### src/include/set_ops_cfg.svh
// sizing macros: lane count, window width, field width, store depth, config FIFO depth
`ifndef SET_OPS_CFG_SVH
`define SET_OPS_CFG_SVH

// --------------------
// lane structure
// --------------------

// number of set-ops lanes sharing the store
`define SET_OPS_NUM_LANES 2

// configuration words per lane window
`define SET_OPS_SEQ_WIDTH 4

// --------------------
// datapath and storage
// --------------------

// operand set, mask and store word width
`define SET_OPS_FIELD_BITS 8

// store words, addressed with 4 bits
`define SET_OPS_STORE_DEPTH 16

// entries in each lane's config FIFO
`define SET_OPS_CFG_FIFO_DEPTH 2

`endif

### src/set_ops_pkg.sv
// package set_ops_pkg: opcode and fetch state enums, request, response, config and operand structs
`include "set_ops_cfg.svh"

package set_ops_pkg;

    // --------------------
    // scalar types
    // --------------------
    typedef logic [$clog2(`SET_OPS_STORE_DEPTH)-1:0] type_offset;
    typedef logic [`SET_OPS_FIELD_BITS-1:0] type_field;

    typedef enum logic [1:0] {
        set_and,
        set_or,
        set_xor,
        set_andn
    } type_set_operation;

    typedef enum logic [1:0] {
        fetch_idle,
        fetch_req,
        fetch_wait_release
    } fetch_state;

    // --------------------
    // memory side
    // --------------------
    typedef struct packed {
        type_offset offset;
    } MemoryRequest;

    typedef struct packed {
        logic       valid;
        type_offset offset;
        type_field  data;
    } MemoryPacketResponse;

    // --------------------
    // engine side
    // --------------------
    typedef struct packed {
        type_field         set_mask;
        type_set_operation set_operation;
    } SetOpsConfigurationPayload;

    typedef struct packed {
        logic                      valid;
        SetOpsConfigurationPayload payload;
    } SetOpsConfiguration;

    typedef struct packed {
        logic      valid;
        type_field set_a;
        type_field set_b;
    } OperandPair;

    typedef struct packed {
        logic      valid;
        type_field result;
    } SetResult;

endpackage

### src/set_ops_engine.sv
// module set_ops_engine: config loader and masked set operation datapath
`timescale 1ns/10ps
`include "set_ops_cfg.svh"

module set_ops_engine (
    input  logic                            ap_clk,
    input  logic                            areset_fifo,
    input  set_ops_pkg::SetOpsConfiguration configure_in,
    input  logic                            empty,
    output logic                            rd_en,
    input  set_ops_pkg::OperandPair         operand_in,
    output set_ops_pkg::SetResult           result_out,
    output logic                            configured
);

    set_ops_pkg::SetOpsConfigurationPayload cfg_reg;
    logic [`SET_OPS_FIELD_BITS-1:0]         op_set;

    // always drain, a newer config replaces the current one
    assign rd_en = ~empty;

    // --------------------
    // config load
    // --------------------
    always_ff @(posedge ap_clk) begin
        if (configure_in.valid) begin
            cfg_reg <= configure_in.payload;
        end
    end

    always_ff @(posedge ap_clk) begin
        if (areset_fifo) begin
            configured <= 1'b0;
        end else if (configure_in.valid) begin
            configured <= 1'b1;
        end
    end

    // --------------------
    // set operation
    // --------------------
    always_comb begin
        case (cfg_reg.set_operation)
            set_ops_pkg::set_and:  op_set = operand_in.set_a & operand_in.set_b;
            set_ops_pkg::set_or:   op_set = operand_in.set_a | operand_in.set_b;
            set_ops_pkg::set_xor:  op_set = operand_in.set_a ^ operand_in.set_b;
            set_ops_pkg::set_andn: op_set = operand_in.set_a & ~operand_in.set_b;
            default:               op_set = '0;
        endcase
    end

    // result one cycle after the operand pair
    always_ff @(posedge ap_clk) begin
        result_out.result <= op_set & cfg_reg.set_mask;
        if (areset_fifo) begin
            result_out.valid <= 1'b0;
        end else begin
            result_out.valid <= operand_in.valid;
        end
    end

endmodule

### config.mk
export PLATFORM = sky130hd
export DESIGN_NAME = set_ops_engine
export DESIGN_NICKNAME = d
export VERILOG_FILES = /design/src/set_ops_pkg.sv /design/src/set_ops_engine.sv
export VERILOG_INCLUDE_DIRS = /design/src /design/src/include
export SDC_FILE = /design/constraint.sdc
export NUM_CORES = 1
export LEC_CHECK = 0
export ABC_AREA = 1
export BUFFER_PORTS_ARGS = -buffer_cell sky130_fd_sc_hd__buf_2
export CORE_ASPECT_RATIO = 0.75
export CORE_MARGIN = 1.5
export CORE_UTILIZATION = 35
export DETAILED_ROUTE_END_ITERATION = 8
export PLACE_DENSITY = 0.59
export SLEW_MARGIN = 20
export SYNTH_ARGS = -nofsm -noshare
export SYNTH_HDL_FRONTEND = slang
export SYNTH_SLANG_ARGS = --single-unit
### constraint.sdc
create_clock -name ap_clk -period 1.5 [get_ports ap_clk]
set_clock_uncertainty 0.1 [all_clocks]
set_input_delay 0.075 -clock ap_clk [delete_from_list [all_inputs] [get_ports ap_clk]]
set_output_delay 0.075 -clock ap_clk [all_outputs]
set_load 0.01 [all_outputs]
==> flow_metrics.env <==
export IMPL_status="finished clean"
export IMPL_synth_area_leader_cell="edfxtp_1"
export IMPL_start_util=0.373
export IMPL_finalPower_mw=1.38
export IMPL_synth_seq_cells=20
export IMPL_std_cell_rows=17
export IMPL_vdd_drop_max_uv=484
export IMPL_arrival_ns=1.54
export IMPL_synth_distinct_cells=14
export IMPL_end_kind="flop"
export IMPL_postSynthAreaPerCell_um2=7.50
export IMPL_cts_sinks=20
export IMPL_power_per_cell_area_nw_per_um2=881
export IMPL_seq_area_um2=500
export IMPL_leakage_nw=0.883
export IMPL_netlist_instances=148
export IMPL_die_area_um2=3520
export IMPL_clkSlewWorstSetupHoldPaths_ns=0.07
export IMPL_synth_area_um2=1110
export IMPL_worst_setup_path_start_kind="flop"
export IMPL_multi_input_area_um2=487
export IMPL_crit_required_ns=1.55
export IMPL_grt_pass1_vias=917
export IMPL_synth_top_cell_area_share=0.271
export IMPL_numCtsBuffers=3
export IMPL_drc=0
export IMPL_hold_class="input pin to flop"
export IMPL_cp_top_family="flip-flops"
export IMPL_placement_io_buffers=41
export IMPL_synth_edf_count=10
export IMPL_cts_root_buf="clkbuf_8"
export IMPL_grt_ovfl_total=0
export IMPL_core_area_um2=2980
export IMPL_fin_ws_ns=0.0106
export IMPL_largest_register_ffs=10
export IMPL_async_reset_ff_frac=0
export IMPL_final_nets=250
export IMPL_cp_max_fo=6
export IMPL_first_pass_iters=4
export IMPL_slowest_stage="edfxtp_1"
export IMPL_avgViaCountPerCell=4.32
export IMPL_pre_cts_ws_ns=0.0616
export IMPL_die_h_um=51.8
export IMPL_synth_nets=190
export IMPL_worst_pin_slew_ns=0.248
export IMPL_drive_gt1_frac=0.280
export IMPL_synth_top_cells_by_count="nand2_1 (38), nor2_1 (33), inv_1 (30)"
export IMPL_totalWireLength_um=2410
export IMPL_yosys_warnings=0
export IMPL_die_w_um=68.0
export IMPL_vias=1058
export IMPL_yosysSeqAreaShare=0.451
export IMPL_gp_congestion=0.791
export IMPL_setup_viol=0
export IMPL_crit_path_cell_trace="ha_4 > clkinvlp_4 > buf_4 > nor2_2 > nor2_1"
export IMPL_synthTopCellsByArea="edfxtp_1 (27%), dfxtp_1 (18%), nand2_1 (13%)"
export IMPL_antenna_found_initial=0
export IMPL_grt_pass1_wl_um=3720
export IMPL_synth_most_common_cell="nand2_1"
export IMPL_hold_viol=0
export IMPL_htreeDepth=1
export IMPL_max_stage_delay_ns=0.47
export IMPL_nFillCells=287
export IMPL_relSlewSlack=0.835
export IMPL_dpl_hpwl_um=1770
export IMPL_detail_route_antenna_nets=0
export IMPL_grt_usage=0.145
export IMPL_ios=42
export IMPL_post_route_period_util=0.993
export IMPL_wl_per_cell_um=9.82
export IMPL_ctsLongestPathBuffers=2
export IMPL_diodes=0
export IMPL_cts_tree="yes"
export IMPL_synth_flop_cell="edfxtp_1"
export IMPL_grt_start_max_net_pins=13
export IMPL_first_iter_violations=43
export IMPL_areaGrowthSynthToFinish_pct=40.7
export IMPL_drv_slew=0
export IMPL_clock_latency_ns=0.25
export IMPL_fmax_mhz=671
export IMPL_max_cap_violations=0
export IMPL_post_route_min_period_ns=1.49
export IMPL_worstSetupPathType="flop to flop"
export IMPL_critPathBufInv=2
-- per-stage QoR --
| stage | hold slack (ns) | TNS [ns] | instance area, µm² | cells | utilization |
|---|---|---|---|---|---|
| floorplan | 0.0462 | 0 | 1110 | 148 | - |
| global placement | 0.147 | 0 | 1360 | 227 | 0.457 |
| detailed placement | 0.153 | 0 | 1360 | 227 | 0.457 |
| CTS | 0.0354 | 0 | 1530 | 243 | 0.513 |
| global route | 0.0590 | -0.0394 | 1560 | 245 | 0.524 |
| finish | 0.0396 | 0 | 1560 | 245 | 0.524 |
-- worst paths after layout --
check	start	endpoint	slack [ns]	depth (start not counted)
max reg2reg	cfg_reg[1]	result_out[1]	0.01	5
max	cfg_reg[1]	result_out[1]	0.01	5
min	operand_in[13]	result_out[5]	0.04	5
min reg2reg	configured	configured	0.37	2
-- kinds of logic after synthesis --
| logic type | synth area share |
|---|---|
| and+or+nand+nor | 0.281 |
| buffers and inverters | 0.126 |
| DFF | 0.451 |
| adders and majority gates | 0.124 |
| AOI/OAI and AO/OA | 0.0180 |
-- repair_timing --
action / 4_1_cts / 5_1_grt
hold endpoints to repair: 12 / 0
setup endpoints to repair: 0 / 7
hold buffers: 12 / 0
resized for setup: 0 / 6
buffers inserted: 0 / 1
-- report_power, final --
group	switching, mW	internal, mW	leakage (nW)
Sequential	0.0164	0.631	0.181
Clock	0.173	0.189	0.0228
Combinational	0.195	0.173	0.680
-- layer usage --
metal | wire (µm) | track usage | vias to the layer above
met3 | 172 | 0.0455 | 4
met4 | 22 | 0.0467 | 0
met2 | 1220 | 0.264 | 37
met5 | 0 | 0 | -
li1 | - | - | 556
met1 | 992 | 0.160 | 461
-- worst min-delay path, stage by stage --
cell     delay, ns
buf_2         0.09
nand3_1       0.07
nand2_1       0.06
nand2_1       0.04
inv_1         0.04
-- cell usage in the layout (no fill, tap or decap), drive strengths merged --
master and n:
clkbuf 4, clkinvlp 1, nor2 35, dfxtp 10, ha 11, nand2 40, buf 45, dlygate4sd3 12
edfxtp 10, o21ai 4, inv 31, nand3 4
-- area by class of cell --
class,instances,share of cell area
flip-flops and latches,20,0.321
multi-input cells,94,0.312
repair buffers,57,0.228
inverters,31,0.0761
well taps,38,0.0304
clock buffers,4,0.0288
repair inverters,1,0.00481
Power figures use the tool's default switching activity.
