===== src/include/set_ops_cfg.svh =====
// sizing macros: lane count, window width, field width, store depth, config FIFO depth
`ifndef SET_OPS_CFG_SVH
`define SET_OPS_CFG_SVH

// --------------------
// lane structure
// --------------------

// number of set-ops lanes sharing the store
`define SET_OPS_NUM_LANES 2

// configuration words per lane window
`define SET_OPS_SEQ_WIDTH 4

// --------------------
// datapath and storage
// --------------------

// operand set, mask and store word width
`define SET_OPS_FIELD_BITS 8

// store words, addressed with 4 bits
`define SET_OPS_STORE_DEPTH 16

// entries in each lane's config FIFO
`define SET_OPS_CFG_FIFO_DEPTH 2

`endif


===== src/set_ops_pkg.sv =====
// package set_ops_pkg: opcode and fetch state enums, request, response, config and operand structs
`include "set_ops_cfg.svh"

package set_ops_pkg;

    // --------------------
    // scalar types
    // --------------------
    typedef logic [$clog2(`SET_OPS_STORE_DEPTH)-1:0] type_offset;
    typedef logic [`SET_OPS_FIELD_BITS-1:0] type_field;

    typedef enum logic [1:0] {
        set_and,
        set_or,
        set_xor,
        set_andn
    } type_set_operation;

    typedef enum logic [1:0] {
        fetch_idle,
        fetch_req,
        fetch_wait_release
    } fetch_state;

    // --------------------
    // memory side
    // --------------------
    typedef struct packed {
        type_offset offset;
    } MemoryRequest;

    typedef struct packed {
        logic       valid;
        type_offset offset;
        type_field  data;
    } MemoryPacketResponse;

    // --------------------
    // engine side
    // --------------------
    typedef struct packed {
        type_field         set_mask;
        type_set_operation set_operation;
    } SetOpsConfigurationPayload;

    typedef struct packed {
        logic                      valid;
        SetOpsConfigurationPayload payload;
    } SetOpsConfiguration;

    typedef struct packed {
        logic      valid;
        type_field set_a;
        type_field set_b;
    } OperandPair;

    typedef struct packed {
        logic      valid;
        type_field result;
    } SetResult;

endpackage


===== src/engine_config_fetch.sv =====
// module engine_config_fetch: per-lane window walker with four-phase req/ack
`timescale 1ns/10ps
`include "set_ops_cfg.svh"

module engine_config_fetch #(
    parameter int LANE_ID = 0
) (
    input  logic                      ap_clk,
    input  logic                      areset_fifo,
    input  logic                      start,
    output logic                      req,
    output set_ops_pkg::MemoryRequest request_out,
    input  logic                      ack,
    output logic                      busy
);

    localparam int SEQ_WIDTH = `SET_OPS_SEQ_WIDTH;
    localparam int SEQ_MIN   = LANE_ID * SEQ_WIDTH;

    set_ops_pkg::fetch_state         state;
    logic [$clog2(SEQ_WIDTH)-1:0]    word_cnt;

    // offset held stable while req is up
    assign request_out.offset = set_ops_pkg::type_offset'(SEQ_MIN) + word_cnt;
    assign busy               = (state != set_ops_pkg::fetch_idle);

    // --------------------
    // handshake FSM
    // --------------------
    always_ff @(posedge ap_clk) begin
        if (areset_fifo) begin
            state    <= set_ops_pkg::fetch_idle;
            req      <= 1'b0;
            word_cnt <= '0;
        end else begin
            case (state)
                set_ops_pkg::fetch_idle: begin
                    if (start) begin
                        word_cnt <= '0;
                        req      <= 1'b1;
                        state    <= set_ops_pkg::fetch_req;
                    end
                end
                set_ops_pkg::fetch_req: begin
                    // word delivered, release the request
                    if (ack) begin
                        req   <= 1'b0;
                        state <= set_ops_pkg::fetch_wait_release;
                    end
                end
                set_ops_pkg::fetch_wait_release: begin
                    if (!ack) begin
                        if (int'(word_cnt) == SEQ_WIDTH - 1) begin
                            state <= set_ops_pkg::fetch_idle;
                        end else begin
                            word_cnt <= word_cnt + 1'b1;
                            req      <= 1'b1;
                            state    <= set_ops_pkg::fetch_req;
                        end
                    end
                end
                default: begin
                    state <= set_ops_pkg::fetch_idle;
                end
            endcase
        end
    end

endmodule


===== config.mk =====
export PLATFORM = sky130hd
export DESIGN_NAME = engine_config_fetch
export DESIGN_NICKNAME = d
export VERILOG_FILES = /design/src/set_ops_pkg.sv /design/src/engine_config_fetch.sv
export VERILOG_INCLUDE_DIRS = /design/src /design/src/include
export SDC_FILE = /design/constraint.sdc
export NUM_CORES = 1
export LEC_CHECK = 0
export BUFFER_PORTS_ARGS = -buffer_cell sky130_fd_sc_hd__buf_2
export CORE_AREA = 3 3 40 42
export CTS_CLUSTER_DIAMETER = 80
export DETAILED_ROUTE_END_ITERATION = 8
export DIE_AREA = 0 0 43 45
export GPL_ROUTABILITY_DRIVEN = 0
export GPL_TIMING_DRIVEN = 0
export SYNTH_ARGS = -nofsm -noshare
export SYNTH_HDL_FRONTEND = slang
export SYNTH_SLANG_ARGS = --single-unit
export TNS_END_PERCENT = 5

===== constraint.sdc =====
create_clock -name ap_clk -period 2.65 [get_ports ap_clk]
set_clock_uncertainty 0.2 [all_clocks]
set_input_delay 0.1325 -clock ap_clk [delete_from_list [all_inputs] [get_ports ap_clk]]
set_output_delay 0.1325 -clock ap_clk [all_outputs]
set_load 0.01 [all_outputs]

==> reports/summary.json <==
{
  "post-synth-top-count-cell": "dfxtp_1",
  "dieArea_um2": 1940,
  "adder_and_majority_gate_portion_of_the_synthesized_area_pct": 4.90,
  "ys_top_cells_by_count": "dfxtp_1, nand2_1, a21oi_1, buf_4",
  "post_cts.resized_instances": 0,
  "critPathMaxFanout": 4,
  "yosysWarnings": 0,
  "cts_max_path_buffers": 2,
  "combinational_share_of_power_pct": 15.0,
  "tritoncts": "done",
  "clock_root_buffer": "clkbuf_4",
  "pwr-share-clk_pct": 44.1,
  "post-route-drc-count": 0,
  "initialDrtViolationCount": 0,
  "first_global_vias": 216,
  "wl_per_cell_um": 9.58,
  "grt_max_degree": 9,
  "vertical_extent_of_the_die_um": 45,
  "post-synth-top-area-cell": "dfxtp_1",
  "htree_num_levels": 1,
  "via_per_inst": 3.98,
  "run_status": "completed",
  "final_net_count": 48,
  "total_power_draw_w": 0.000206,
  "maxClockFrequency_ghz": 0.639,
  "synth.area.mux_share_pct": 0,
  "timing_worst_setup_path_type": "reg -> reg",
  "synth_top_family_by_area": "simple AND/OR/NAND/NOR gates",
  "fraction_of_the_mapped_netlist_area_in_compound_gates_pct": 14.2,
  "layout-drive-gt1-share_pct": 35.7,
  "worstHoldPathType": "in -> reg",
  "power.density_cell_area_nw_per_um2": 575,
  "count_of_hold_buffers_inserted_by_post_cts_repair": 2,
  "synth.distinct_cells": 20,
  "multiInputGateArea_um2": 144,
  "area.sequential_um2": 100,
  "post_synth_top_flop": "dfxtp_1",
  "antenna_cells": 0,
  "worst_ep_required_time_ns": 2.59,
  "drt_first_pass_iters": 1,
  "dr_total_vias": 227,
  "r2r-end": "word_cnt[1]",
  "hold_violations": 0,
  "worstPathArrival_ns": 1.50,
  "min_delay_worst_endpoint": "state[0]",
  "clk_transition_reported_paths_ns": 0.05,
  "postSynth.asyncResetShare_pct": 0,
  "yosys.area_share.simple_pct": 30.9,
  "num-fill-cells": 144,
  "rsz_0062_raised_after_global_routing": "false",
  "layout-area-overhead-vs-synth_pct": 40.7,
  "post_cts_buffers": 0,
  "setup_slack_reg_to_reg_ns": 1.09,
  "netlist_top_cells_area": "dfxtp_1, buf_4, or4b_4, ha_1, nand2_1",
  "detail-route-antenna-nets": 0,
  "leakagePower_nw": 0.165,
  "start_util_pct": 19.9,
  "floorplan.core_area_um2": 1280,
  "critical_path.startpoint_type": "flip-flop",
  "timing.final.setup_violations": 0,
  "grt_antenna_before_repair": 0,
  "port_buffers": 7,
  "yosys.area_share.xor_xnor_pct": 3.43,
  "number_of_synthesized_flops_with_an_enable_pin": 0,
  "timing.final.crit_period_ns": 1.56,
  "clock_latency_ns": 0.25,
  "switching_share_pct": 25.2,
  "syn-instance-count": 28,
  "boundaryPins": 10,
  "cts-buffers-inserted": 3,
  "synth_sequential_area_ratio_pct": 39.2,
  "routed_wl_um": 546,
  "sequentialPowerShare_pct": 40.9,
  "min_period_over_period_pct": 59.1,
  "crit-reg2reg-launch": "word_cnt[0]",
  "whs_path_depth": 4,
  "grt_remaining_overflow": 0,
  "cts.sinks": 5,
  "num_rows": 13,
  "count_of_cells_along_the_worst_register_to_register_path": 4,
  "crit_path_capture_type": "flip-flop",
  "max_cap_viol_count": 0,
  "die_width_um": 43,
  "grtUsageTotal_pct": 6.59,
  "fin_tns_setup_ns": 0,
  "ys_ff_latch": 5,
  "synth_top_cell_area_share_pct": 39.2,
  "vdd.ir_drop.worst_uv": 135,
  "cell_internal_pwr_w": 0.000154,
  "grt_pass1_wl_um": 883,
  "post_synthesis_average_cell_area_um2": 9.12,
  "syn-cell-area_um2": 255,
  "finalMaxSlewViolations": 0,
  "switchingPower_w": 0.0000520,
  "hold_path_startpoint": "start"
}
## cell usage in the layout (no fill, tap or decap), types with 2 or more instances in the layout
master	count
dfxtp_1	5
conb_1	2
buf_4	2
dlygate4sd3_1	2
nand2_1	3
clkbuf_4	3
buf_2	7
a21oi_1	2
## state kept, by name (all words and copies together) (netlist names)
register  cells
req           1
state         2
word_cnt      2
## power by group through the flow
stage / Clock (W) / Combinational (W) / Sequential (W)
6_report: 0.0000909 / 0.0000310 / 0.0000845
5_1_grt: 0.0000990 / 0.0000340 / 0.0000852
3_5_place_dp: 0 / 0.0000284 / 0.0000860
2_1_floorplan: 0 / 0.0000185 / 0.0000859
4_1_cts: 0.0000952 / 0.0000309 / 0.0000845
3_3_place_gp: 0 / 0.0000282 / 0.0000859
## worst max path at each step
stage | from | to | slack, ns | cells after the start
after floorplan | word_cnt[0] | word_cnt[1] | 1.11 | 4
after global placement | word_cnt[0] | word_cnt[1] | 1.10 | 4
after detailed placement | word_cnt[0] | word_cnt[1] | 1.09 | 4
after CTS | word_cnt[0] | word_cnt[1] | 1.08 | 4
after global routing | word_cnt[0] | word_cnt[1] | 1.03 | 4
final | word_cnt[0] | word_cnt[1] | 1.09 | 4
## cells by family (layout without fill, tap and decap cells)
group / Yosys count / after routing
and+or+nand+nor: 12 / 12
AOI/OAI and AO/OA: 6 / 6
DFF: 5 / 5
buffers and inverters: 2 / 15
adders and majority gates: 1 / 1
other: 1 / 2
xor gates and xnor gates: 1 / 1
## metrics by stage
step	hold WS (ns)	util [%]	std cells	setup WS (ns)	cell area, um2
3_3_place_gp	0.170	24.3	51	1.10	313
6_report	0.0502	27.9	57	1.09	359
4_1_cts	0.0511	27.9	57	1.08	359
3_5_place_dp	0.171	24.3	51	1.09	313
5_1_grt	0.0917	27.9	57	1.03	359
2_1_floorplan	0.00157	-	29	1.11	259
## worst max-delay path, cell delays in order, from the launching register on
cell	delay (ns)
dfxtp_1	0.33
ha_1	0.22
or4b_4	0.54
nand3_1	0.10
a21oi_1	0.06
## final cells by class
type,count,share of cell area [%]
clock buffers,4,7.32
flip-flops and latches,5,27.9
plain buffers,2,4.18
repair buffers,9,15.3
well taps,15,5.23
multi-input cells,22,40.1
## metal layers
metal  global-route usage [%]  wire, um
met2                     8.38       238
met3                     3.19        42
met1                     7.51       247
met4                     7.23        18
met5                        0         0
No activity file was read; power rests on OpenSTA's default activity.
