--- src/include/set_ops_cfg.svh ---
// sizing macros: lane count, window width, field width, store depth, config FIFO depth
`ifndef SET_OPS_CFG_SVH
`define SET_OPS_CFG_SVH

// --------------------
// lane structure
// --------------------

// number of set-ops lanes sharing the store
`define SET_OPS_NUM_LANES 2

// configuration words per lane window
`define SET_OPS_SEQ_WIDTH 4

// --------------------
// datapath and storage
// --------------------

// operand set, mask and store word width
`define SET_OPS_FIELD_BITS 8

// store words, addressed with 4 bits
`define SET_OPS_STORE_DEPTH 16

// entries in each lane's config FIFO
`define SET_OPS_CFG_FIFO_DEPTH 2

`endif

--- src/config_word_store.sv ---
// module config_word_store: host-written word array with one registered read port
`timescale 1ns/10ps
`include "set_ops_cfg.svh"

module config_word_store (
    input  logic                                    ap_clk,
    input  logic                                    wr_en,
    input  logic [$clog2(`SET_OPS_STORE_DEPTH)-1:0] wr_addr,
    input  logic [`SET_OPS_FIELD_BITS-1:0]          wr_data,
    input  logic                                    rd_en,
    input  logic [$clog2(`SET_OPS_STORE_DEPTH)-1:0] rd_addr,
    output logic [`SET_OPS_FIELD_BITS-1:0]          rd_data
);

    logic [`SET_OPS_FIELD_BITS-1:0] mem [`SET_OPS_STORE_DEPTH];

    // host side, one word per cycle
    always_ff @(posedge ap_clk) begin
        if (wr_en) begin
            mem[wr_addr] <= wr_data;
        end
    end

    // arbiter side, data one cycle after the address
    always_ff @(posedge ap_clk) begin
        if (rd_en) begin
            rd_data <= mem[rd_addr];
        end
    end

endmodule

--- config.mk ---
export PLATFORM = sky130hd
export DESIGN_NAME = config_word_store
export DESIGN_NICKNAME = d
export VERILOG_FILES = /design/src/config_word_store.sv
export VERILOG_INCLUDE_DIRS = /design/src /design/src/include
export SDC_FILE = /design/constraint.sdc
export NUM_CORES = 1
export LEC_CHECK = 0
export BUFFER_PORTS_ARGS = -buffer_cell sky130_fd_sc_hd__buf_2
export CAP_MARGIN = 5
export CORE_ASPECT_RATIO = 1.25
export CORE_MARGIN = 8
export CORE_UTILIZATION = 50
export DETAILED_ROUTE_END_ITERATION = 8
export PLACE_DENSITY_LB_ADDON = 0.1
export SYNTH_ARGS = -nofsm -noshare
export SYNTH_HDL_FRONTEND = slang
export SYNTH_SLANG_ARGS = --single-unit
--- constraint.sdc ---
create_clock -name ap_clk -period 2.9 [get_ports ap_clk]
set_input_delay 0.435 -clock ap_clk [delete_from_list [all_inputs] [get_ports ap_clk]]
set_output_delay 0.435 -clock ap_clk [all_outputs]
set_load 0.02 [all_outputs]
==> results of run 1 <==
-- cell families after synthesis --
group           synth area share
flops                     0.7812
buf+inv                  0.01651
compound gates           0.02298
mux                       0.1479
simple gates             0.03136
-- synth_stat cells (2+ instances only) --
| master | count | area share |
|---|---|---|
| nand2_1 | 9 | 0.0065 |
| mux4_1 | 14 | 0.070 |
| buf_2 | 3 | 0.0029 |
| nand2b_1 | 2 | 0.0024 |
| buf_6 | 3 | 0.0065 |
| nor3_1 | 4 | 0.0038 |
| edfxtp_1 | 136 | 0.78 |
| clkdlybuf4s25_2 | 3 | 0.0057 |
| nor2_1 | 13 | 0.0093 |
| mux4_2 | 18 | 0.078 |
| nand3b_1 | 2 | 0.0029 |
| a22oi_1 | 16 | 0.023 |
-- state kept, by name, indices dropped and copies added (netlist names) --
register and flops:
rd_data 8, mem 128
-- worst max-delay path, delay by kind of cell --
family | cells | cell delay (ns)
AO/OA/AOI/OAI | 1 | 0.27
buffers and inverters | 2 | 0.54
multiplexers | 1 | 0.56
AND/OR/NAND/NOR | 1 | 0.11
-- routing by layer --
metal  global-route usage  up-vias
met5                    0        -
met4              0.08592        0
met3              0.04243       16
met2               0.2400       77
met1               0.2044     1266
li1                     -     1092
-- through the flow --
step	hold slack, ns	power [W]	instance area (sq um)
4_1_cts	0.3807	0.004441	6138
2_1_floorplan	0.5339	0.002388	5228
5_1_grt	0.3926	0.004540	6138
3_5_place_dp	0.7575	0.002481	5595
3_3_place_gp	0.7332	0.002477	5595
6_report	0.3964	0.004405	6138
-- worst max-delay path by stage --
stage | from | endpoint | depth (start not counted) | slack [ns]
3_3_place_gp | rd_addr[0] | rd_data[5] | 5 | 0.70
2_1_floorplan | wr_addr[2] | mem[0][0] | 2 | 0.97
4_1_cts | rd_addr[0] | rd_data[5] | 5 | 1.14
5_1_grt | rd_addr[0] | rd_data[1] | 5 | 1.06
6_report | rd_addr[0] | rd_data[5] | 5 | 1.14
3_5_place_dp | rd_addr[0] | rd_data[5] | 5 | 0.70
-- cell usage in the layout, fill, tap and decap left out, types with 2 or more instances in the layout --
| master | instances |
|---|---|
| buf_4 | 19 |
| edfxtp_1 | 136 |
| nor2_1 | 13 |
| a22oi_1 | 16 |
| clkinvlp_4 | 2 |
| nand3b_1 | 2 |
| clkbuf_16 | 17 |
| clkbuf_1 | 2 |
| mux4_2 | 18 |
| nand2b_1 | 2 |
| clkinv_2 | 4 |
| bufinv_16 | 2 |
| nor3_1 | 4 |
| buf_2 | 26 |
| mux4_1 | 14 |
| clkinv_1 | 4 |
| nand2_1 | 9 |
-- cell type report --
class / instances / area (sq um)
multi-input combinational: 83 / 1057
sequential: 136 / 4084
tap: 129 / 161.4
timing repair buffer: 46 / 292.8
clock buffer: 19 / 432.9
clock inverter: 12 / 110.1
fill: 735 / 4019
-- power by group through the flow --
stage / clock network, W / registers [W] / logic [W]
final: 0.00197 / 0.00223 / 0.000212
after global routing: 0.00208 / 0.00223 / 0.000229
after CTS: 0.00200 / 0.00223 / 0.000215
after detailed placement: 0 / 0.00227 / 0.000214
after global placement: 0 / 0.00227 / 0.000212
after floorplan: 0 / 0.00228 / 0.000112
==> impl_metrics.csv, run 1 <==
group,metric,value,unit
outcome,status,"finished clean",
worst_setup_path,critPathKind,"input port to flip-flop",
sta,hold_viol,0,
yosys,synthCells,229,
worst_setup_path,timing.rr.end,"rd_data[3]",
yosys,ys.flop_type,"edfxtp_1",
min_path,min_to,"rd_data[5]",
clock_tree,ctsResizeCount,0,
worst_setup_path,slowest_delay,0.56,ns
yosys,async_reset_ff_frac,0,
route,firstDrtPassIters,4,
global_route,grt_use_total,0.1582,
global_route,grt_pass1_vias,2601,
worst_setup_path,worst-r2r-setup-slack,1.34,ns
floorplan,rows,41,
route,route.met2.wl,4921,um
sta,fin_crit,1.764,ns
route,wl_met1,4538,um
worst_setup_path,critPathSlowestCell,"mux4_1",
final_layout,area_delta_synth_final,17.42,%
min_path,hold_path_depth,1,
run,cap_violations,0,
global_route,grt_max_degree,19,
sta,slew_headroom,0.4826,
yosys,yosys_register_bits,136,
sta,fin_crit_sh,0.6084,
power_and_ir_drop,ir_drop,0.4024,mV
yosys,synthesis.area,0.005228,sq mm
power_and_ir_drop,leakagePower,2.082,nW
sta,clock_skew,0.005271,ns
final_layout,layout.cells.non_filler,425,
min_path,hold_start,"rd_en",
route,drc_errors,0,
floorplan,die_area,0.01400,sq mm
power_and_ir_drop,switching_power,0.0008653,W
floorplan,die_x,107.5,um
final_layout,diodes,0,
placed_design,dp_cells,394,
worst_setup_path,end_kind,"flip-flop",
final_layout,fin_nets,303,
power_and_ir_drop,switching_share,0.1964,
floorplan,die_height,130.3,um
clock_tree,path_clk_slew,0.05,ns
placed_design,io_buffers,26,
yosys,syn_avg_cell_area,22.83,sq um
worst_setup_path,r2r-start,"mem[0][3]",
power_and_ir_drop,power_density,717.6,mW/mm^2
route,vias_per_cell,5.767,
clock_tree,clock_path_buffers,2,
yosys,ys_warn_count,0,
clock_tree,cts_hold_buf,0,
yosys,yosysSeqAreaShare,0.7812,
sta,setup_tns,0,ns
floorplan,pin_count,27,
global_route,grt_pass1_wl,15430,um
final_layout,drive_gt1_frac,0.3041,
clock_tree,h-tree-depth,4,
power_and_ir_drop,combPwrFrac,0.048,
route,wire_per_inst,23.87,um
placed_design,hpwl,6489,um
power_and_ir_drop,pwr-share-seq,0.505,
worst_setup_path,crit_fanout,18,
sta,drv_slew,0,
clock_tree,clock-sinks,136,
sta,tightestPinTransition,0.7732,ns
route,vias,2451,
yosys,yosysUniqueCellTypes,18,
route,ant_nets,0,
sta,setup_violations,0,
route,maxUsedRoutingLayer,"met4",
clock_tree,clk_latency,0.41,ns
clock_tree,cts_setup_buffers,0,
placed_design,gp_congestion,0.7513,
global_route,gr-total-overflow,0,
clock_tree,cts_tree,"yes",
yosys,syn_nets,248,
clock_tree,cts_buffers,17,
power_and_ir_drop,internal-power,0.003540,W
sta,fin_ws,1.136,ns
route,wl_met3,489,um
final_layout,fin_util,0.6043,
worst_setup_path,crit_chain,"buf_2 -> buf_12 -> mux4_1 -> a22oi_1 -> nand2_1",
worst_setup_path,cp-start-kind,"input port",
power_and_ir_drop,power_frac_clock,0.446,
route,initialDrtViolationCount,140,
route,wl,10150,um
floorplan,start_util,0.5147,
min_path,hold_path.class,"input port to flip-flop",
yosys,synth-edff-count,136,
floorplan,core,0.01016,sq mm
worst_setup_path,arrival,1.92,ns
placed_design,dp_slack,0.7032,ns
global_route,antenna_found_initial,0,
clock_tree,cts-root-buf,"clkbuf_16",
worst_setup_path,cp.required,3.05,ns
sta,fmaxAchievable,566.8,MHz
sta,grt_setup_unrepaired,"no",
worst_setup_path,rr_worst_depth,3,
No activity file was read; power rests on OpenSTA's default activity.
==> run 2, diff against run 1 <==
--- a/config.mk
+++ b/config.mk
@@ -6,6 +6,7 @@
 export SDC_FILE = /design/constraint.sdc
 export NUM_CORES = 1
 export LEC_CHECK = 0
+export ABC_AREA = 1
 export BUFFER_PORTS_ARGS = -buffer_cell sky130_fd_sc_hd__buf_2
 export CAP_MARGIN = 5
 export CORE_ASPECT_RATIO = 1.25
==> constraint.sdc (replaced) <==
create_clock -name ap_clk -period 1.76 [get_ports ap_clk]
set_input_delay 0.264 -clock ap_clk [delete_from_list [all_inputs] [get_ports ap_clk]]
set_output_delay 0.264 -clock ap_clk [all_outputs]
set_load 0.02 [all_outputs]
==> run 2 against run 1 <==
Synthesized cell count increased by 140%. Non-clock buffer count increased by 3. Critical path type is now flip-flop to output pin. Cell count increased by 75%. Die area increased by 10%. Via count increased by 55%. Combinational power increased by 120%. Worst setup slack got worse by 0.62 ns. Largest power group unchanged. Clock power increased by 59%. Clock-buffer cell count unchanged. Critical endpoint is now rd_data[0]. Sequential share of layout area decreased by 5.7 points. Flip-flop and latch count unchanged.
==> impl_metrics.csv, run 2 <==
group,metric,value,unit
outcome,status,"finished clean",
yosys,syn_nets,570,
placed_design,dp_slack,0.2030,ns
placed_design,io_buffers,26,
route,ant_nets,0,
worst_setup_path,crit_buf_inv,1,
route,drc_errors,0,
sta,hold_viol,0,
yosys,synthesis.area,0.005847,sq mm
power_and_ir_drop,ir_drop,0.7121,mV
yosys,synth-edff-count,136,
clock_tree,clk_latency,0.41,ns
final_layout,largest_reg_flops,128,
worst_setup_path,cp.required,1.50,ns
sta,drv_slew,0,
power_and_ir_drop,leakagePower,2.914,nW
global_route,grt_pass1_vias,3842,
worst_setup_path,rr_worst_depth,6,
sta,tightestPinTransition,0.5641,ns
worst_setup_path,critPathSlowestCell,"edfxtp_1",
power_and_ir_drop,power_frac_clock,0.431,
floorplan,die_area,0.01543,sq mm
power_and_ir_drop,power_density,1082,mW/mm^2
final_layout,diodes,0,
clock_tree,h-tree-depth,4,
yosys,synth_top_area_frac,0.6985,
final_layout,layout.cells.non_filler,744,
route,vias_per_cell,5.106,
final_layout,multi_input_comb_area,0.001214,sq mm
yosys,yosysSeqAreaShare,0.6985,
power_and_ir_drop,switching_share,0.2175,
global_route,grt_use_total,0.1800,
floorplan,pin_count,27,
worst_setup_path,critPathKind,"flip-flop to output pin",
sta,fmaxAchievable,805.1,MHz
clock_tree,cts_hold_buf,0,
global_route,grt_max_degree,57,
final_layout,final_cell_mix,"173 x nand2_1, 136 x edfxtp_1, 100 x inv_1, 97 x nand3_1, 26 x buf_2",
sta,fin_crit,1.242,ns
power_and_ir_drop,p_total,0.007263,W
clock_tree,cts_buffers,17,
final_layout,layout_commonest_cell,"nand2_1",
final_layout,fin_nets,614,
global_route,grt_pass1_wl,20620,um
final_layout,n_fill_cell,955,
sta,slew_headroom,0.6234,
clock_tree,cts_setup_buffers,0,
placed_design,hpwl,8295,um
floorplan,die_height,136.9,um
clock_tree,path_clk_slew,0.06,ns
sta,setup_tns,0,ns
final_layout,regMostFlops,"mem",
clock_tree,clock-sinks,136,
worst_setup_path,path_delay_family,"flip-flops",
sta,grt_setup_unrepaired,"no",
yosys,synthCells,551,
power_and_ir_drop,pwr-share-seq,0.505,
clock_tree,clock_path_buffers,2,
worst_setup_path,slowest_delay,0.39,ns
route,initialDrtViolationCount,294,
yosys,ys_warn_count,0,
min_path,hold_start,"rd_en",
placed_design,gp_congestion,0.8039,
route,firstDrtPassIters,4,
worst_setup_path,crit_chain,"buf_2",
sta,clock_skew,0.01157,ns
worst_setup_path,timing.rr.end,"rd_data[7]",
min_path,hold_path.class,"input port to flip-flop",
sta,whs,0.2096,ns
yosys,async_reset_ff_frac,0,
final_layout,largestRegisters,"mem: 128 flops, rd_data: 8 flops",
worst_setup_path,worst-r2r-setup-slack,0.54,ns
power_and_ir_drop,combPwrFrac,0.063,
floorplan,start_util,0.5082,
floorplan,rows,44,
yosys,yosysMostFrequentCell,"nand2_1",
yosys,yosys-top-cells-count,"173 x nand2_1, 136 x edfxtp_1, 100 x inv_1, 97 x nand3_1, 17 x nor2_1",
route,wl,12900,um
clock_tree,ctsResizeCount,0,
run,cap_violations,0,
power_and_ir_drop,switching_power,0.001579,W
sta,fin_ws,0.5179,ns
worst_setup_path,arrival,0.98,ns
min_path,min_to,"rd_data[5]",
yosys,yosys_register_bits,136,
yosys,ys.flop_type,"edfxtp_1",
sta,setup_violations,0,
floorplan,core,0.01151,sq mm
global_route,gr-total-overflow,0,
clock_tree,cts-root-buf,"clkbuf_16",
yosys,syn_avg_cell_area,10.61,sq um
final_layout,area_delta_synth_final,14.79,%
yosys,synthTopCellsByArea,"edfxtp_1 70%, nand2_1 11%, nand3_1 8.3%",
route,vias,3799,
min_path,hold_path_depth,1,
placed_design,dp_cells,714,
worst_setup_path,crit_fanout,1,
yosys,yosys.area.top_type,"edfxtp_1",
worst_setup_path,cp-start-kind,"flip-flop",
worst_setup_path,r2r-start,"mem[12][7]",
sta,fin_crit_sh,0.7058,
final_layout,drive_gt1_frac,0.1254,
route,wire_per_inst,17.34,um
yosys,yosysUniqueCellTypes,11,
global_route,antenna_found_initial,0,
worst_setup_path,end_kind,"output pin",
final_layout,register_area,0.004084,sq mm
power_and_ir_drop,internal-power,0.005683,W
floorplan,die_x,112.7,um
clock_tree,cts_tree,"yes",
==> run 2: how the worst max path moves through the flow <==
| stage | start | to | slack (ns) | cells past startpoint |
|---|---|---|---|---|
| final | rd_data[0] | rd_data[0] | 0.52 | 1 |
| after global routing | mem[12][7] | rd_data[7] | 0.48 | 6 |
| after CTS | rd_data[0] | rd_data[0] | 0.48 | 1 |
| after detailed placement | rd_addr[0] | rd_data[7] | 0.20 | 7 |
| after global placement | rd_addr[0] | rd_data[7] | 0.23 | 7 |
| after floorplan | wr_addr[2] | mem[10][0] | 0.55 | 2 |
==> run 2: cells by family after synthesis <==
group / share of synthesized area
buf+inv: 0.09394
flops: 0.6985
simple gates: 0.2076
==> run 2: stage by stage <==
step                instance area [sq um]    util
floorplan                            5847       -
global placement                     6193  0.5383
detailed placement                   6193  0.5383
CTS                                  6711  0.5833
global route                         6711  0.5833
finish                               6711  0.5833
==> run 2: layer usage <==
metal | GRT usage | routed length (um) | vias up
met5 | 0 | 0 | -
met4 | 0.07137 | 193 | 0
met3 | 0.04371 | 760 | 10
met2 | 0.2796 | 5998 | 144
met1 | 0.2389 | 5946 | 1780
li1 | - | - | 1865
==> run 2: area by class of cell <==
cell class | count | share of cell area
timing repair buffer | 49 | 0.05071
sequential | 136 | 0.6085
clock inverter | 11 | 0.01268
tap | 138 | 0.02573
inverter | 102 | 0.05705
clock buffer | 19 | 0.06450
multi-input combinational | 289 | 0.1808
==> run 2: power by group through the flow <==
stage          clock network, W  logic, W  registers (W)
2_1_floorplan                 0  0.000256        0.00375
3_3_place_gp                  0  0.000459        0.00373
3_5_place_dp                  0  0.000464        0.00374
4_1_cts                 0.00318  0.000467        0.00367
5_1_grt                 0.00330  0.000514        0.00367
6_report                0.00313  0.000460        0.00367
