### src/include/set_ops_cfg.svh
// sizing macros: lane count, window width, field width, store depth, config FIFO depth
`ifndef SET_OPS_CFG_SVH
`define SET_OPS_CFG_SVH

// --------------------
// lane structure
// --------------------

// number of set-ops lanes sharing the store
`define SET_OPS_NUM_LANES 2

// configuration words per lane window
`define SET_OPS_SEQ_WIDTH 4

// --------------------
// datapath and storage
// --------------------

// operand set, mask and store word width
`define SET_OPS_FIELD_BITS 8

// store words, addressed with 4 bits
`define SET_OPS_STORE_DEPTH 16

// entries in each lane's config FIFO
`define SET_OPS_CFG_FIFO_DEPTH 2

`endif

### src/set_ops_pkg.sv
// package set_ops_pkg: opcode and fetch state enums, request, response, config and operand structs
`include "set_ops_cfg.svh"

package set_ops_pkg;

    // --------------------
    // scalar types
    // --------------------
    typedef logic [$clog2(`SET_OPS_STORE_DEPTH)-1:0] type_offset;
    typedef logic [`SET_OPS_FIELD_BITS-1:0] type_field;

    typedef enum logic [1:0] {
        set_and,
        set_or,
        set_xor,
        set_andn
    } type_set_operation;

    typedef enum logic [1:0] {
        fetch_idle,
        fetch_req,
        fetch_wait_release
    } fetch_state;

    // --------------------
    // memory side
    // --------------------
    typedef struct packed {
        type_offset offset;
    } MemoryRequest;

    typedef struct packed {
        logic       valid;
        type_offset offset;
        type_field  data;
    } MemoryPacketResponse;

    // --------------------
    // engine side
    // --------------------
    typedef struct packed {
        type_field         set_mask;
        type_set_operation set_operation;
    } SetOpsConfigurationPayload;

    typedef struct packed {
        logic                      valid;
        SetOpsConfigurationPayload payload;
    } SetOpsConfiguration;

    typedef struct packed {
        logic      valid;
        type_field set_a;
        type_field set_b;
    } OperandPair;

    typedef struct packed {
        logic      valid;
        type_field result;
    } SetResult;

endpackage

### src/engine_set_ops_configure.sv
// module engine_set_ops_configure: window filter, sequence tracker, config assembly, config FIFO
`timescale 1ns/10ps
`include "set_ops_cfg.svh"

module engine_set_ops_configure #(
    parameter int LANE_ID = 0
) (
    input  logic                             ap_clk,
    input  logic                             areset_fifo,
    input  set_ops_pkg::MemoryPacketResponse response_in,
    input  logic                             rd_en,
    output set_ops_pkg::SetOpsConfiguration  configure_out,
    output logic                             empty,
    output logic                             setup
);

    localparam int SEQ_WIDTH = `SET_OPS_SEQ_WIDTH;
    localparam int SEQ_MIN   = LANE_ID * SEQ_WIDTH;
    localparam int SEQ_MAX   = SEQ_MIN + SEQ_WIDTH;
    localparam int DEPTH     = `SET_OPS_CFG_FIFO_DEPTH;
    localparam int PTR_BITS  = (DEPTH > 1) ? $clog2(DEPTH) : 1;

    logic                                   areset_reg;
    set_ops_pkg::MemoryPacketResponse       resp_reg;
    set_ops_pkg::MemoryPacketResponse       win_reg;
    logic                                   in_window;
    logic [SEQ_WIDTH-1:0]                   seq_reg;
    logic                                   seq_done;
    logic                                   push_valid;
    set_ops_pkg::SetOpsConfigurationPayload cfg_payload;
    set_ops_pkg::SetOpsConfigurationPayload fifo_mem [DEPTH];
    logic [PTR_BITS-1:0]                    wr_ptr;
    logic [PTR_BITS-1:0]                    rd_ptr;
    logic [$clog2(DEPTH+1)-1:0]             fifo_count;
    logic                                   push;
    logic                                   pop;

    // local copy of reset, setup trails it by one more cycle
    always_ff @(posedge ap_clk) begin
        areset_reg <= areset_fifo;
        setup      <= areset_reg;
    end

    // --------------------
    // input and filter
    // --------------------
    always_ff @(posedge ap_clk) begin
        resp_reg.offset <= response_in.offset;
        resp_reg.data   <= response_in.data;
        win_reg.offset  <= resp_reg.offset;
        win_reg.data    <= resp_reg.data;
        if (areset_reg) begin
            resp_reg.valid <= 1'b0;
            win_reg.valid  <= 1'b0;
        end else begin
            resp_reg.valid <= response_in.valid;
            win_reg.valid  <= in_window;
        end
    end

    assign in_window = resp_reg.valid && (int'(resp_reg.offset) >= SEQ_MIN)
                       && (int'(resp_reg.offset) < SEQ_MAX);

    // --------------------
    // sequence tracking
    // --------------------
    always_ff @(posedge ap_clk) begin
        if (areset_reg) begin
            seq_reg    <= '0;
            seq_done   <= 1'b0;
            push_valid <= 1'b0;
        end else begin
            seq_done   <= seq_reg[SEQ_WIDTH-1] & ~seq_done;
            push_valid <= seq_done;
            if (in_window) begin
                if (int'(resp_reg.offset) == SEQ_MIN && seq_reg == '0) begin
                    seq_reg <= SEQ_WIDTH'(1);
                end else begin
                    seq_reg <= seq_reg << 1;
                end
            end else if (seq_done) begin
                seq_reg <= '0;
            end
        end
    end

    // word 0 is the mask, word 1 the opcode, the rest reserved
    always_ff @(posedge ap_clk) begin
        if (win_reg.valid) begin
            case (seq_reg)
                SEQ_WIDTH'(1): cfg_payload.set_mask <= win_reg.data;
                SEQ_WIDTH'(2): begin
                    cfg_payload.set_operation <=
                        set_ops_pkg::type_set_operation'(win_reg.data[1:0]);
                end
                default: ;
            endcase
        end
    end

    // --------------------
    // config FIFO
    // --------------------
    assign empty = (fifo_count == '0);
    assign push  = push_valid && (int'(fifo_count) != DEPTH);
    assign pop   = rd_en && !empty;

    always_ff @(posedge ap_clk) begin
        if (push) begin
            fifo_mem[wr_ptr] <= cfg_payload;
        end
    end

    always_ff @(posedge ap_clk) begin
        configure_out.payload <= fifo_mem[rd_ptr];
        if (areset_reg) begin
            wr_ptr              <= '0;
            rd_ptr              <= '0;
            fifo_count          <= '0;
            configure_out.valid <= 1'b0;
        end else begin
            configure_out.valid <= pop;
            if (push) begin
                wr_ptr <= (int'(wr_ptr) == DEPTH - 1) ? '0 : wr_ptr + 1'b1;
            end
            if (pop) begin
                rd_ptr <= (int'(rd_ptr) == DEPTH - 1) ? '0 : rd_ptr + 1'b1;
            end
            fifo_count <= fifo_count + push - pop;
        end
    end

endmodule

### config.mk
export PLATFORM = sky130hd
export DESIGN_NAME = engine_set_ops_configure
export DESIGN_NICKNAME = d
export VERILOG_FILES = /design/src/set_ops_pkg.sv /design/src/engine_set_ops_configure.sv
export VERILOG_INCLUDE_DIRS = /design/src /design/src/include
export SDC_FILE = /design/constraint.sdc
export NUM_CORES = 1
export LEC_CHECK = 0
export ABC_AREA = 1
export BUFFER_PORTS_ARGS = -buffer_cell sky130_fd_sc_hd__buf_2
export CAP_MARGIN = 25
export CORE_ASPECT_RATIO = 1.2
export CORE_MARGIN = 5
export CORE_UTILIZATION = 30
export DETAILED_ROUTE_END_ITERATION = 8
export PLACE_DENSITY = 0.59
export SYNTH_ARGS = -nofsm -noshare
export SYNTH_HDL_FRONTEND = slang
export SYNTH_SLANG_ARGS = --single-unit
### constraint.sdc
create_clock -name ap_clk -period 1.37 [get_ports ap_clk]
set_input_delay 0.0685 -clock ap_clk [delete_from_list [all_inputs] [get_ports ap_clk]]
set_output_delay 0.0685 -clock ap_clk [all_outputs]
set_load 0.005 [all_outputs]
==> metrics.yaml, run 1 <==
critical_path:
  crit_path_start_kind: "flop"
  worstPathRequired_ns: 1.60
  crit_arrival_ns: 1.62
  worst-setup-path-type: "flop to flop"
  cp_max_fo: 4
  timing.rr.end: "fifo_count[1]"
  critPathBufInv: 2
  rr_startpoint: "fifo_count[1]"
  crit_path_frequent_cell: "nand2_1"
  slowest_delay_ns: 0.37
  path_cells: "nor2_4 > nor2_4 > ha_4 > inv_2 > ha_4 > inv_2 > nand2_1 > nand2_1 > nand2_1 > nand2_1 > nor2_1"
  path_delay_family: "simple AND/OR/NAND/NOR gates"
  crit_path_top_delay_cell: "dfxtp_4"
  setup.worst_path.end_class: "flop"
  r2r_cells: 11
  r2r_slack_ns: -0.02
layout:
  drive_gt1_frac: 0.3901
  largest_register_ffs: 20
  diodes: 0
  final_common_cell: "dfxtp_1"
  n_fill_cell: 684
  final_cells: 313
  layout_common_cells: "dfxtp_1, edfxtp_1, buf_2"
  area_growth_pct: 36.01
  nets: 236
min_path:
  hold_end: "configure_out[10]"
  min_from: "rd_en"
  hold_path.class: "input port to flop"
  min_path_cells: 3
clock_network:
  numCtsBuffers: 9
  clockBufferDepth: 2
  clk_pin_slew_ns: 0.07
  root_buffer: "clkbuf_8"
  clock_sinks: 75
  cts_tree: "done"
  cts_max_level: 3
  clock_latency_ns: 0.33
pwr:
  switching_share: 0.2083
  leakagePower_nw: 1.252
  power.switching_w: 0.001002
  p_clk_frac: 0.369
  internal_power_w: 0.003810
  combPwrFrac: 0.114
  ir_drop_v: 0.0005833
  power.density_nw_per_um2: 1567
  seqPwrFrac: 0.517
yosys:
  synth_edf_count: 30
  ys_seq_area_frac: 0.7978
  ys.flop_type: "dfxtp_1"
  synth_warnings: 0
  syn_area_um2: 2258
  synth_area_per_cell_um2: 14.96
  ys_seq_elements: 75
  syn-num-nets: 169
  synthArstFlopShare: 0
  synth_cell_types: 17
  synth_cells: 151
timing:
  fin_setup_tns_ns: -0.01500
  min_period_ns: 1.385
  fmax_mhz: 722.0
  fin_crit_sh: 1.011
  relSlewSlack: 0.7856
  grt_setup_unrepaired: "yes"
  final.setup.worst_slack_ns: -0.01500
  fin_skew_ns: 0.008786
  setup_violations: 1
  slew_viol_final: 0
  worst_slew_pin_slew_ns: 0.3192
  hold_violations: 0
place:
  io_buffers: 28
  placed_cells: 277
  gp_congestion: 0.7268
  place_hpwl_um: 1870
route:
  vias: 1190
  postRouteAntennaNets: 0
  drt_iter0_markers: 22
  avgRoutedWirePerCell_um: 9.278
  vias_per_cell: 3.802
  wl_um: 2904
  drt_first_pass_iters: 3
  drcViolationCount: 0
die:
  coreArea_um2: 7317
  die_x_um: 89.21
  dieArea_um2: 9371
  die_y_um: 105.0
  start_util: 0.3087
  rows: 34
  num_io_pins: 29
global_route:
  antenna_found_initial: 0
  grt_max_degree: 14
  grt_pass1_wl_um: 4767
  overflow: 0
  grt_pass1_vias: 1163
  grt_usage: 0.06867
flow_run:
  maxCapViolCount: 0
status:
  violations: "setup timing"
  status: "finished, violations left"
[power groups by stage]
stage               clock network [W]  registers (W)  logic [W]
floorplan                           0        0.00253   0.000243
global placement                    0        0.00252   0.000401
detailed placement                  0        0.00253   0.000409
CTS                           0.00183        0.00248   0.000552
global route                  0.00194        0.00251   0.000616
finish                        0.00178        0.00249   0.000548
[how the worst max path moves through the flow]
stage                        startpoint             to  slack (ns)  depth (start not counted)
after CTS                 fifo_count[0]  fifo_count[1]       -0.02                         12
after global routing      fifo_count[1]  fifo_count[1]       -0.10                         11
after global placement    fifo_count[0]  fifo_count[1]       -0.01                         11
final                     fifo_count[1]  fifo_count[1]       -0.02                         11
after detailed placement  fifo_count[0]  fifo_count[1]       -0.11                         11
after floorplan           fifo_count[0]  fifo_count[1]      0.0002                         11
[cell families (layout without fill, tap and decap cells)]
kind of cell / after synthesis / after routing / share of synthesized area
simple gates: 51 / 51 / 0.1025
flops: 75 / 75 / 0.7978
buf+inv: 12 / 84 / 0.02327
compound gates: 1 / 1 / 0.002214
mux: 10 / 10 / 0.06316
fa+ha+maj: 2 / 2 / 0.01108
[routing by layer]
| metal | wire, um | vias up | share of wire | global-route usage |
|---|---|---|---|---|
| li1 | - | 637 | - | - |
| met1 | 1114 | 518 | 0.38 | 0.06677 |
| met2 | 1475 | 26 | 0.51 | 0.1080 |
| met3 | 214 | 9 | 0.074 | 0.03543 |
| met4 | 99 | 0 | 0.034 | 0.05106 |
| met5 | 0 | - | 0 | 0 |
[area by class of cell]
cell class | count | area (um^2) | share of cell area
sequential | 75 | 1809 | 0.5890
multi-input combinational | 64 | 479.2 | 0.1560
timing repair buffer | 56 | 392.9 | 0.1279
clock buffer | 13 | 180.2 | 0.05866
tap | 90 | 112.6 | 0.03666
inverter | 11 | 48.80 | 0.01589
clock inverter | 3 | 43.79 | 0.01426
timing repair inverter | 1 | 5.005 | 0.001629
[synthesized netlist by cell type, types with 2 or more instances]
library cell / count / share of area
nand2_1: 23 / 0.038
nor2_2: 2 / 0.0055
nor2_4: 2 / 0.010
nand4_1: 3 / 0.0083
dfxtp_1: 45 / 0.40
mux2_2: 2 / 0.010
nor3_1: 3 / 0.0066
ha_1: 2 / 0.011
mux2_4: 8 / 0.053
nor2_1: 16 / 0.027
edfxtp_1: 30 / 0.40
inv_1: 10 / 0.017
[worst reg2reg max path, cell delays in order, from the launching register on]
cell and delay [ns]:
dfxtp_4 0.37, nor2_4 0.14, nor2_4 0.05, ha_4 0.26, inv_2 0.04, ha_4 0.15
inv_2 0.04, nand2_1 0.04, nand2_1 0.07, nand2_1 0.05, nand2_1 0.05, nor2_1 0.04
[per-stage QoR]
| stage | worst slack, ns | instance area, um^2 | util | total power, W | hold slack [ns] |
|---|---|---|---|---|---|
| 2_1_floorplan | 0.0001565 | 2273 | - | 0.002773 | 0.09622 |
| 3_3_place_gp | -0.01430 | 2595 | 0.3547 | 0.002923 | 0.1714 |
| 3_5_place_dp | -0.1101 | 2595 | 0.3547 | 0.002936 | 0.1721 |
| 4_1_cts | -0.01953 | 3029 | 0.4140 | 0.004866 | 0.03545 |
| 5_1_grt | -0.1006 | 3072 | 0.4198 | 0.005060 | 0.04810 |
| 6_report | -0.01500 | 3072 | 0.4198 | 0.004813 | 0.04601 |
[timing repair]
| action | CTS | global route |
|---|---|---|
| pin swaps | 8 | 3 |
| hold endpoints to repair | 14 | 0 |
| gates resized for setup | 13 | 11 |
| setup buffers | 6 | 0 |
| cloned | 0 | 2 |
| setup endpoints to repair | 1 | 21 |
| hold buffers | 14 | 0 |
Note: power is estimated with default switching activity, not from simulation.
==> run 2, diff against run 1 <==
--- a/config.mk
+++ b/config.mk
@@ -9,11 +9,14 @@
 export ABC_AREA = 1
 export BUFFER_PORTS_ARGS = -buffer_cell sky130_fd_sc_hd__buf_2
 export CAP_MARGIN = 25
+export CELL_PAD_IN_SITES_DETAIL_PLACEMENT = 1
+export CELL_PAD_IN_SITES_GLOBAL_PLACEMENT = 1
 export CORE_ASPECT_RATIO = 1.2
 export CORE_MARGIN = 5
 export CORE_UTILIZATION = 30
 export DETAILED_ROUTE_END_ITERATION = 8
-export PLACE_DENSITY = 0.59
+export HOLD_SLACK_MARGIN = 0.05
+export PLACE_DENSITY = 0.66
 export SYNTH_ARGS = -nofsm -noshare
 export SYNTH_HDL_FRONTEND = slang
 export SYNTH_SLANG_ARGS = --single-unit
==> metrics.yaml, run 2 (same netlist as run 1, synthesis figures left out) <==
timing:
  fin_setup_tns_ns: -0.02135
  setup_violations: 1
  fin_skew_ns: 0.008737
  fin_crit_sh: 1.016
  grt_setup_unrepaired: "yes"
  hold_ws_ns: 0.2821
  final.setup.worst_slack_ns: -0.02135
  relSlewSlack: 0.7972
  slew_viol_final: 0
  worst_slew_pin_slew_ns: 0.3019
  min_period_ns: 1.391
  fmax_mhz: 718.7
  hold_violations: 0
pwr:
  power.density_nw_per_um2: 1564
  combPwrFrac: 0.108
  switching_share: 0.2149
  power.switching_w: 0.001018
  p_clk_frac: 0.366
  seqPwrFrac: 0.526
  leakagePower_nw: 1.217
  ir_drop_v: 0.0005112
  internal_power_w: 0.003718
die:
  start_util: 0.3087
  coreArea_um2: 7317
  dieArea_um2: 9371
  die_x_um: 89.21
  num_io_pins: 29
  rows: 34
  die_y_um: 105.0
clock_network:
  clk_pin_slew_ns: 0.07
  cts_max_level: 3
  clockBufferDepth: 2
  clock_latency_ns: 0.33
  root_buffer: "clkbuf_8"
  cts_tree: "done"
  numCtsBuffers: 9
  clock_sinks: 75
route:
  vias_per_cell: 4.000
  vias: 1236
  avgRoutedWirePerCell_um: 11.11
  drt_iter0_markers: 45
  wl_um: 3432
  drt_first_pass_iters: 3
  postRouteAntennaNets: 0
  drcViolationCount: 0
place:
  gp_congestion: 0.7151
  placed_cells: 276
  io_buffers: 28
  place_hpwl_um: 2240
global_route:
  grt_usage: 0.08286
  grt_max_degree: 14
  overflow: 0
  antenna_found_initial: 0
  grt_pass1_vias: 1342
  grt_pass1_wl_um: 5816
layout:
  multi_input_area_um2: 471.7
  final_cells: 309
  n_fill_cell: 782
  diodes: 0
  area_growth_pct: 34.07
  largest_register_ffs: 20
  layout_common_cells: "dfxtp_1, edfxtp_1, buf_2"
  drive_gt1_frac: 0.3790
  regArea_um2: 1809
  nets: 232
  utilization: 0.4138
  final_common_cell: "dfxtp_1"
min_path:
  hold_path.class: "input port to flop"
  min_from: "rd_en"
critical_path:
  setup.worst_path.end_class: "flop"
  rr_startpoint: "fifo_count[0]"
  crit_path_start: "fifo_count[0]"
  worst-setup-path-type: "flop to flop"
  worstPathRequired_ns: 1.59
  cp_max_fo: 3
  crit_arrival_ns: 1.62
  r2r_slack_ns: -0.02
  crit_path_start_kind: "flop"
flow_run:
  maxCapViolCount: 0
status:
  violations: "setup timing"
  status: "finished, violations left"
[run 2: cell types whose count changed in the layout (fill, tap and decap cells not counted), sizes merged]
cell,previous run,this run
clkinvlp,0,2
buf,42,38
clkinv,4,2
clkbuf,13,12
dlygate4sd3,14,15
[run 2: stage by stage]
| stage | worst slack, ns | instance area [um^2] | power, W |
|---|---|---|---|
| 2_1_floorplan | 0.0001565 | 2273 | 0.002773 |
| 3_3_place_gp | -0.02646 | 2575 | 0.002927 |
| 3_5_place_dp | -0.1261 | 2575 | 0.002948 |
| 4_1_cts | -0.06370 | 2992 | 0.004781 |
| 5_1_grt | -0.1122 | 3028 | 0.004978 |
| 6_report | -0.02135 | 3028 | 0.004736 |
[run 2: worst paths after layout]
| kind | to | depth (start not counted) |
|---|---|---|
| setup / recovery | fifo_count[1] | 12 |
| hold / removal | rd_ptr | 6 |
| setup reg to reg | fifo_count[1] | 12 |
| hold reg to reg | win_reg[5] | 0 |
[run 2: area by class of cell]
type | instances | share of cell area
inverter | 11 | 0.01570
clock buffer | 12 | 0.05496
timing repair buffer | 53 | 0.1231
multi-input combinational | 64 | 0.1558
tap | 90 | 0.03719
clock inverter | 4 | 0.01570
sequential | 75 | 0.5975
[run 2: metal layers]
metal  vias up  share of wire  GRT usage
met5         -              0          0
met4         0          0.027    0.06064
met3         8          0.056    0.02677
met2        27           0.53     0.1338
met1       572           0.39    0.08782
li1        629              -          -
[run 2: timing repair]
item / CTS / global route
pin swaps: 6 / 3
endpoints found under the setup margin: 11 / 22
hold buffers: 15 / 0
cloned: 0 / 1
buffers inserted: 1 / 0
endpoints found under the hold margin: 15 / 0
resized for setup: 12 / 10
[run 2: worst max-delay path, cell delays in order (launching register included)]
cell     delay (ns)
dfxtp_4        0.40
inv_4          0.04
nand2_4        0.06
nand2_4        0.06
ha_4           0.26
inv_2          0.04
ha_4           0.15
inv_2          0.05
nand2_2        0.04
nand2_2        0.05
nand2_1        0.05
nand2_1        0.05
nor2_1         0.03
[run 2: power by group through the flow]
stage          clock network [W]  registers (W)  logic (W)
2_1_floorplan                  0        0.00253   0.000243
3_3_place_gp                   0        0.00252   0.000408
3_5_place_dp                   0        0.00252   0.000423
4_1_cts                  0.00180        0.00248   0.000501
5_1_grt                  0.00190        0.00251   0.000569
6_report                 0.00173        0.00249   0.000513
